`config.mk`:
```
export PLATFORM = sky130hd
export DESIGN_NAME = issue_stage_top
export DESIGN_NICKNAME = d
export VERILOG_FILES = /design/src/design/rv32i_types.sv /design/src/design/issue_if.sv /design/src/design/instr_queue.sv /design/src/design/issue.sv /design/src/design/issue_stage_top.sv /design/src/design/rs_tracker.sv
export VERILOG_INCLUDE_DIRS = /design/src /design/src/design
export SDC_FILE = /design/constraint.sdc
export NUM_CORES = 1
export LEC_CHECK = 0
export BUFFER_PORTS_ARGS = -buffer_cell sky130_fd_sc_hd__buf_2
export CORE_MARGIN = 2
export CORE_UTILIZATION = 64
export CTS_CLUSTER_DIAMETER = 100
export CTS_CLUSTER_SIZE = 28
export DETAILED_ROUTE_END_ITERATION = 7
export GPL_TIMING_DRIVEN = 0
export PLACE_DENSITY = 0.89
export REMOVE_ABC_BUFFERS = 1
export SYNTH_ARGS = -nofsm -noshare
export SYNTH_HDL_FRONTEND = slang
export SYNTH_SLANG_ARGS = --single-unit
```
`constraint.sdc`:
```
create_clock -name clk -period 9.31 [get_ports clk]
set_clock_uncertainty 0.2 [all_clocks]
set_input_delay 1.862 -clock clk [delete_from_list [all_inputs] [get_ports clk]]
set_output_delay 1.862 -clock clk [all_outputs]
set_load 0.03 [all_outputs]
```
`src/design/issue_macros.svh`:
```
`ifndef ISSUE_MACROS_SVH
`define ISSUE_MACROS_SVH

// instruction queue geometry
`define IQ_DEPTH 8
`define IQ_PTR_W 3
`define IQ_CNT_W 4

// reservation station capacities
`define ALU_RS_DEPTH 4
`define MUL_RS_DEPTH 2
`define BR_RS_DEPTH 2

// reorder buffer capacity
`define ROB_DEPTH 8

// occupancy counter width covering the largest depth
`define OCC_W 4

`endif

```
`src/design/rv32i_types.sv`:
```
package rv32i_types;

    // major opcodes handled by dispatch
    localparam logic [6:0] lui_opcode   = 7'b0110111;
    localparam logic [6:0] auipc_opcode = 7'b0010111;
    localparam logic [6:0] imm_opcode   = 7'b0010011;
    localparam logic [6:0] reg_opcode   = 7'b0110011;
    localparam logic [6:0] br_opcode    = 7'b1100011;
    localparam logic [6:0] jal_opcode   = 7'b1101111;
    localparam logic [6:0] jalr_opcode  = 7'b1100111;

    // M extension marker in funct7 of reg-reg ops
    localparam logic [6:0] multiply_funct7 = 7'b0000001;

    // one instruction word seen as R-type or B-type
    typedef union packed {
        struct packed {
            logic [6:0] funct7;
            logic [4:0] rs2;
            logic [4:0] rs1;
            logic [2:0] funct3;
            logic [4:0] rd;
            logic [6:0] opcode;
        } r_view;
        // branch immediate split across the word
        struct packed {
            logic [6:0] imm_hi;
            logic [4:0] rs2;
            logic [4:0] rs1;
            logic [2:0] funct3;
            logic [4:0] imm_lo;
            logic [6:0] opcode;
        } b_view;
    } instr_t;

endpackage

```
`src/design/issue_if.sv`:
```
`timescale 1ns/1ps

interface issue_if;

    // occupancy flags from the tracker
    logic alu_rs_full;
    logic mul_rs_full;
    logic branch_rs_full;
    logic rob_full;

    // dispatch strobes from issue
    logic alu_rs_issue;
    logic mul_rs_issue;
    logic branch_rs_issue;
    logic rob_push;

    modport tracker (
        output alu_rs_full, mul_rs_full, branch_rs_full, rob_full,
        input  alu_rs_issue, mul_rs_issue, branch_rs_issue, rob_push
    );

    modport issuer (
        input  alu_rs_full, mul_rs_full, branch_rs_full, rob_full,
        output alu_rs_issue, mul_rs_issue, branch_rs_issue, rob_push
    );

endinterface

```
`src/design/instr_queue.sv`:
```
`timescale 1ns/1ps
`include "issue_macros.svh"

module instr_queue (
    input  logic                clk,
    input  logic                rst,
    input  logic                push,
    input  rv32i_types::instr_t push_data,
    input  logic                pop,
    output rv32i_types::instr_t head,
    output logic                not_empty,
    output logic                not_full
);
    import rv32i_types::*;

    localparam logic [`IQ_CNT_W-1:0] full_count = `IQ_CNT_W'(`IQ_DEPTH);

    instr_t                mem [`IQ_DEPTH];
    logic [`IQ_PTR_W-1:0]  wr_ptr;
    logic [`IQ_PTR_W-1:0]  rd_ptr;
    logic [`IQ_CNT_W-1:0]  count;
    logic                  do_push;
    logic                  do_pop;

    assign not_empty = (count != '0);
    assign not_full  = (count != full_count);

    // only accept what the state allows
    assign do_push = push && not_full;
    assign do_pop  = pop && not_empty;

    // head word is visible without a read cycle
    assign head = mem[rd_ptr];

    always_ff @(posedge clk) begin
        if (do_push) begin
            mem[wr_ptr] <= push_data;
        end
    end

    always_ff @(posedge clk) begin
        if (rst) begin
            wr_ptr <= '0;
            rd_ptr <= '0;
            count  <= '0;
        end else begin
            // pointers wrap on their own since depth is a power of two
            if (do_push) begin
                wr_ptr <= wr_ptr + 1'b1;
            end
            if (do_pop) begin
                rd_ptr <= rd_ptr + 1'b1;
            end
            if (do_push && !do_pop) begin
                count <= count + 1'b1;
            end else if (do_pop && !do_push) begin
                count <= count - 1'b1;
            end
        end
    end

    // the fetch side must respect not_full
    a_no_push_full: assert property (
        @(posedge clk) disable iff (rst) push |-> not_full
    ) else $error("instr_queue: push while full");

    // issue must never pop an empty queue
    a_no_pop_empty: assert property (
        @(posedge clk) disable iff (rst) pop |-> not_empty
    ) else $error("instr_queue: pop while empty");

endmodule

```
`src/design/issue.sv`:
```
`timescale 1ns/1ps

module issue (
    input  logic                instr_valid,
    input  logic                instr_ready,
    input  rv32i_types::instr_t head,
    issue_if.issuer             iss,
    output logic                instr_pop,
    output logic                issue_valid,
    output logic [4:0]          dispatch_rd,
    output logic [12:0]         dispatch_br_offset
);
    import rv32i_types::*;

    logic [6:0] opcode;
    logic [6:0] funct7;
    logic       is_alu;
    logic       is_mul;
    logic       is_branch;
    logic       is_cond_br;
    logic       can_issue;

    assign opcode = head.r_view.opcode;
    assign funct7 = head.r_view.funct7;

    // instruction class of the head word
    always_comb begin
        is_alu = (opcode == lui_opcode) || (opcode == auipc_opcode) ||
                 (opcode == imm_opcode) ||
                 ((opcode == reg_opcode) && (funct7 != multiply_funct7));
        is_mul = (opcode == reg_opcode) && (funct7 == multiply_funct7);
        is_branch = (opcode == br_opcode) || (opcode == jal_opcode) ||
                    (opcode == jalr_opcode);
        is_cond_br = (opcode == br_opcode);
    end

    // rob space, enable and a valid head gate every class
    assign can_issue = !iss.rob_full && instr_valid && instr_ready;

    always_comb begin
        iss.alu_rs_issue    = can_issue && is_alu && !iss.alu_rs_full;
        iss.mul_rs_issue    = can_issue && is_mul && !iss.mul_rs_full;
        iss.branch_rs_issue = can_issue && is_branch && !iss.branch_rs_full;
        iss.rob_push = iss.alu_rs_issue || iss.mul_rs_issue || iss.branch_rs_issue;
        instr_pop    = iss.rob_push;
        issue_valid  = iss.rob_push;
    end

    // conditional branches write no register
    assign dispatch_rd = (issue_valid && !is_cond_br) ? head.r_view.rd : 5'd0;

    // reassemble the B-type immediate, bit 0 always zero
    always_comb begin
        dispatch_br_offset = '0;
        if (iss.branch_rs_issue && is_cond_br) begin
            dispatch_br_offset = {head.b_view.imm_hi[6],
                                  head.b_view.imm_lo[0],
                                  head.b_view.imm_hi[5:0],
                                  head.b_view.imm_lo[4:1],
                                  1'b0};
        end
    end

    // decode classes are disjoint so one station at a time
    always_comb begin
        a_one_station: assert final (
            $onehot0({iss.alu_rs_issue, iss.mul_rs_issue, iss.branch_rs_issue})
        ) else $error("issue: more than one station strobe");
    end

endmodule

```
`src/design/issue_stage_top.sv`:
```
`timescale 1ns/1ps

module issue_stage_top (
    input  logic        clk,
    input  logic        rst,
    input  logic        fetch_valid,
    input  logic [31:0] fetch_instr,
    input  logic        issue_en,
    input  logic        alu_rs_free,
    input  logic        mul_rs_free,
    input  logic        branch_rs_free,
    input  logic        rob_commit,
    output logic        fetch_ready,
    output logic        alu_rs_issue,
    output logic        mul_rs_issue,
    output logic        branch_rs_issue,
    output logic        issue_valid,
    output logic [4:0]  dispatch_rd,
    output logic [12:0] dispatch_br_offset
);
    import rv32i_types::*;

    instr_t head_word;
    logic   q_not_empty;
    logic   q_not_full;
    logic   q_pop;

    issue_if iss_bus ();

    instr_queue i_queue (
        .clk       (clk),
        .rst       (rst),
        .push      (fetch_valid && q_not_full),
        .push_data (fetch_instr),
        .pop       (q_pop),
        .head      (head_word),
        .not_empty (q_not_empty),
        .not_full  (q_not_full)
    );

    rs_tracker i_tracker (
        .clk            (clk),
        .rst            (rst),
        .alu_rs_free    (alu_rs_free),
        .mul_rs_free    (mul_rs_free),
        .branch_rs_free (branch_rs_free),
        .rob_commit     (rob_commit),
        .iss            (iss_bus.tracker)
    );

    issue i_issue (
        .instr_valid        (q_not_empty),
        .instr_ready        (issue_en),
        .head               (head_word),
        .iss                (iss_bus.issuer),
        .instr_pop          (q_pop),
        .issue_valid        (issue_valid),
        .dispatch_rd        (dispatch_rd),
        .dispatch_br_offset (dispatch_br_offset)
    );

    assign fetch_ready     = q_not_full;
    assign alu_rs_issue    = iss_bus.alu_rs_issue;
    assign mul_rs_issue    = iss_bus.mul_rs_issue;
    assign branch_rs_issue = iss_bus.branch_rs_issue;

endmodule

```
`src/design/rs_tracker.sv`:
```
`timescale 1ns/1ps
`include "issue_macros.svh"

module rs_tracker (
    input  logic      clk,
    input  logic      rst,
    input  logic      alu_rs_free,
    input  logic      mul_rs_free,
    input  logic      branch_rs_free,
    input  logic      rob_commit,
    issue_if.tracker  iss
);

    // index 0 alu, 1 mul, 2 branch, 3 rob
    localparam int occ_depth [4] = '{`ALU_RS_DEPTH, `MUL_RS_DEPTH, `BR_RS_DEPTH, `ROB_DEPTH};

    logic [`OCC_W-1:0] occ [4];
    logic [3:0]        inc;
    logic [3:0]        free;
    logic [3:0]        full;

    assign inc  = {iss.rob_push, iss.branch_rs_issue, iss.mul_rs_issue, iss.alu_rs_issue};
    assign free = {rob_commit, branch_rs_free, mul_rs_free, alu_rs_free};

    for (genvar i = 0; i < 4; i++) begin : g_occ
        localparam logic [`OCC_W-1:0] cap = `OCC_W'(occ_depth[i]);

        logic dec_ok;

        // a free on an empty counter is dropped
        assign dec_ok = free[i] && (occ[i] != '0);

        always_ff @(posedge clk) begin
            if (rst) begin
                occ[i] <= '0;
            end else if (inc[i] && !dec_ok) begin
                occ[i] <= occ[i] + 1'b1;
            end else if (dec_ok && !inc[i]) begin
                occ[i] <= occ[i] - 1'b1;
            end
        end

        assign full[i] = (occ[i] == cap);

        // issue logic must stop at capacity
        a_within_cap: assert property (
            @(posedge clk) disable iff (rst) occ[i] <= cap
        ) else $error("rs_tracker: counter %0d above capacity", i);

        // the station or ROB never frees an entry it does not hold
        a_free_nonzero: assert property (
            @(posedge clk) disable iff (rst) free[i] |-> (occ[i] != '0)
        ) else $error("rs_tracker: free pulse on empty counter %0d", i);
    end

    assign iss.alu_rs_full    = full[0];
    assign iss.mul_rs_full    = full[1];
    assign iss.branch_rs_full = full[2];
    assign iss.rob_full       = full[3];

endmodule

```
==> impl_results.md <==
* Status: complete, no violations
* Pwr per Cell Area at 212 nW/um2
* Chip height at ~120 um
* Crit Path Class: flop to primary output
* #FFs+latches synth at 181
* First-pass GRT wire length at 24,400 um
* ANT nets after route at 0
* Vias in the first global route at 4,486
* Top FF cell, synth: edfxtp_1
* WL/cell at 22.4 um
* Worst-Margin Slew at 0.882 ns
* Iter 0 DRT Violations at 360
* RSZ-0062 raised after global routing: no
* Largest stage delay on the critical path at 0.79 ns
* Mean Syn Cell Area at 16.5 um2
* Longest Clk Path Bufs at 2
* Max-slew headroom at 0.412
* Largest area contributor in the netlist: edfxtp_1
* Initial core utilization at 0.658
* Worst-path clk slew at 0.06 ns
* Final hold violation count at 0
* Fmax at 155 MHz
* Final Max Slew Viols at 0
* Tot Pwr at 1920 uW
* Dpl hpwl at 10,600 um
* Top cells by area, synth: edfxtp_1 64%, mux4_1 6.0%, mux4_2 5.1%, dfxtp_1 3.3%, ha_1 2.4%
* CTS root buffer: clkbuf_16
* Number of synthesized flops with an enable pin at between 150 and 200
* Final setup vio count at 0
* CTS Hold Buffers Added at 0
* Setup_tns at 0 ns
* Post-synth top area share at 0.636
* Post-CTS sizing at 0
* Gr usage total at 0.258
* Via count at 4,451
* Critical R2R Capture: i_queue.count[3]$_SDFFE_PP0P_
* Sequential cell area at 5310 um2
* Final worst path period share at 0.694
* Routability-driven placement congestion ratio at between 0.7 and 0.8
* Post-layout util at 0.752
* Crit path launch type: flop
* Hold Crit Start: i_queue.rd_ptr[1]$_SDFFE_PP0P_
* Std cell rows at 40
* P_leak at 0.00316 uW
* Buffers added on ports at 48
* Cells after Synth at 481
* Ports at 63
* Seq/Total Area, Yosys at 0.669
* Worst hold slack at 0.311 ns
* Initial antenna violation count at 1
* Final cell count without fillers at between 700 and 800
* CTS tree: yes
* Nets at 599
* Multi-input logic area at 2470 um2
* Data arrival, critical path at 4.40 ns
* Htree depth at 4
* Die area at 13,300 um2
* Placeable Area at 12,100 um2
* Cells along the critical path: buf_12 > mux4_1 > mux2i_1 > nand3_1 > or4_1 > inv_2 > nand2b_1 > nor2_1 > buf_2
* Routed WL at 16,200 um
* Count of cell types in the netlist at 60
* Filler Cells Inserted at 676
* Largest net degree at the start of global routing at 35
* Crit-path max FO at 25
* TritonCTS buffer count at 17
* Worst skew pair latency at 0.43 ns
* Share of cells above drive strength 1 at 0.235
* Worst path required time at 7.25 ns
* Drt via density at about 6.2
* Endpoint class of the critical path: primary output
* FF-to-FF path depth at 16
* Post-CTS setup buffer count at 0
* VDD IR max at 0.167 mV
* Hold path depth at 2
* CP max stage cell: or4_1
* Reg2reg setup slack at 4.22 ns
* Inst Count DP at 691
* Max-Cap Viols at 0
* First-pass iteration count of the detailed router at 5
* Area growth, synth to finish at 14.4%
* Die X at 115 um
* Hold/Removal Path Class: flop to flop
* DRC Markers at 0
* TritonCTS Sinks at 181
* Global route overflow at 0
* Period minus WS final at 6.47 ns
* Post-Syn Area at 7940 um2
* FFs w/ async S/R, synth at 0
* Yosys warns at 0
## report_power, final
part	switching [uW]	total [uW]	internal, uW	leakage, uW
logic	135	236	101	0.00122
registers	37.2	991	953	0.00166
clock network	280	696	415	0.000270
## cells in the final DEF, fill, tap and decap left out, types with 5 or more instances in the layout
master and count:
a21oi_1 18, ha_1 15, nor2_1 30, buf_6 9, nand2b_1 11, mux2i_1 16, xnor2_1 6, or3_1 5
edfxtp_1 168, mux4_1 18, nor3_1 6, mux4_2 18, nor3_2 5, clkbuf_16 17, clkinv_1 5, nand3_1 9
nor2b_1 10, xor2_1 5, dfxtp_1 10, nand2_1 22, buf_2 48, inv_1 16
## sequential cells by signal, indices dropped and copies added, names as in the netlist, named ones only
| signal | count |
|---|---|
| i_queue.count | 4 |
| i_queue.mem | 152 |
| i_tracker.occ | 16 |
| i_queue.wr_ptr | 3 |
| i_queue.rd_ptr | 3 |
## layout make-up
type                       instances  area share
sequential                       181       0.585
multi-input combinational        262       0.272
timing repair buffer              63      0.0492
clock buffer                      19      0.0477
tap                              168      0.0232
clock inverter                    12      0.0152
inverter                          17     0.00703
antenna                            1    0.000276
## metrics by stage
stage	cell area (um2)	worst slack, ns
CTS	9070	2.84
finish	9070	2.84
floorplan	7810	3.23
global route	9070	2.64
global placement	8260	2.36
detailed placement	8500	3.15
## worst max path at each step
| stage | from | to | slack [ns] | depth (start not counted) |
|---|---|---|---|---|
| 6_report | flop | dispatch_br_offset[9] | 2.84 | 9 |
| 3_5_place_dp | issue_en | dispatch_br_offset[8] | 3.15 | 8 |
| 4_1_cts | flop | dispatch_br_offset[9] | 2.84 | 9 |
| 5_1_grt | flop | dispatch_br_offset[7] | 2.64 | 9 |
| 3_3_place_gp | flop | dispatch_br_offset[7] | 2.36 | 8 |
| 2_1_floorplan | flop | dispatch_br_offset[4] | 3.23 | 7 |
## layer usage
layer | vias up | share of wire | GRT usage
met5 | - | 0 | 0
met4 | 0 | 0.031 | 0.115
met3 | 29 | 0.047 | 0.0648
met2 | 147 | 0.54 | 0.451
met1 | 2256 | 0.39 | 0.303
li1 | 2019 | - | -
## cells by family (layout without fill, tap and decap cells)
group,Yosys count,in the layout,share of synthesized area
compound gates,51,51,0.0445
xor+xnor,11,11,0.0121
other cells,1,2,0.000473
mux,56,56,0.137
simple gates,126,126,0.0850
buf+inv,38,111,0.0241
fa+ha+maj,17,17,0.0287
flops,181,181,0.669
## Yosys cell counts, drive strengths merged, types with 2 or more instances
master / count
dfxtp: 13
nor2: 33
nand4: 3
fa: 2
a32oi: 2
o211ai: 2
nand3: 9
xor2: 5
ha: 15
o21ai: 5
nand4b: 3
and2: 3
nor2b: 10
o311ai: 2
or3: 6
or4: 2
a21o: 4
nand2b: 11
nor4: 5
o221ai: 3
mux2i: 16
o31ai: 4
and3: 4
clkbuf: 6
edfxtp: 168
nor3: 11
buf: 15
inv: 17
nand3b: 2
mux4: 36
nand2: 22
a21oi: 19
xnor2: 6
o2111ai: 2
mux2: 4
## worst max-delay path, delay by kind of cell (launching register included)
kind	cells	cell delay, ns
buf+inv	3	0.81
mux	2	0.84
simple gates	4	1.68
flops	1	0.64
Note: power is estimated with default switching activity, not from simulation.
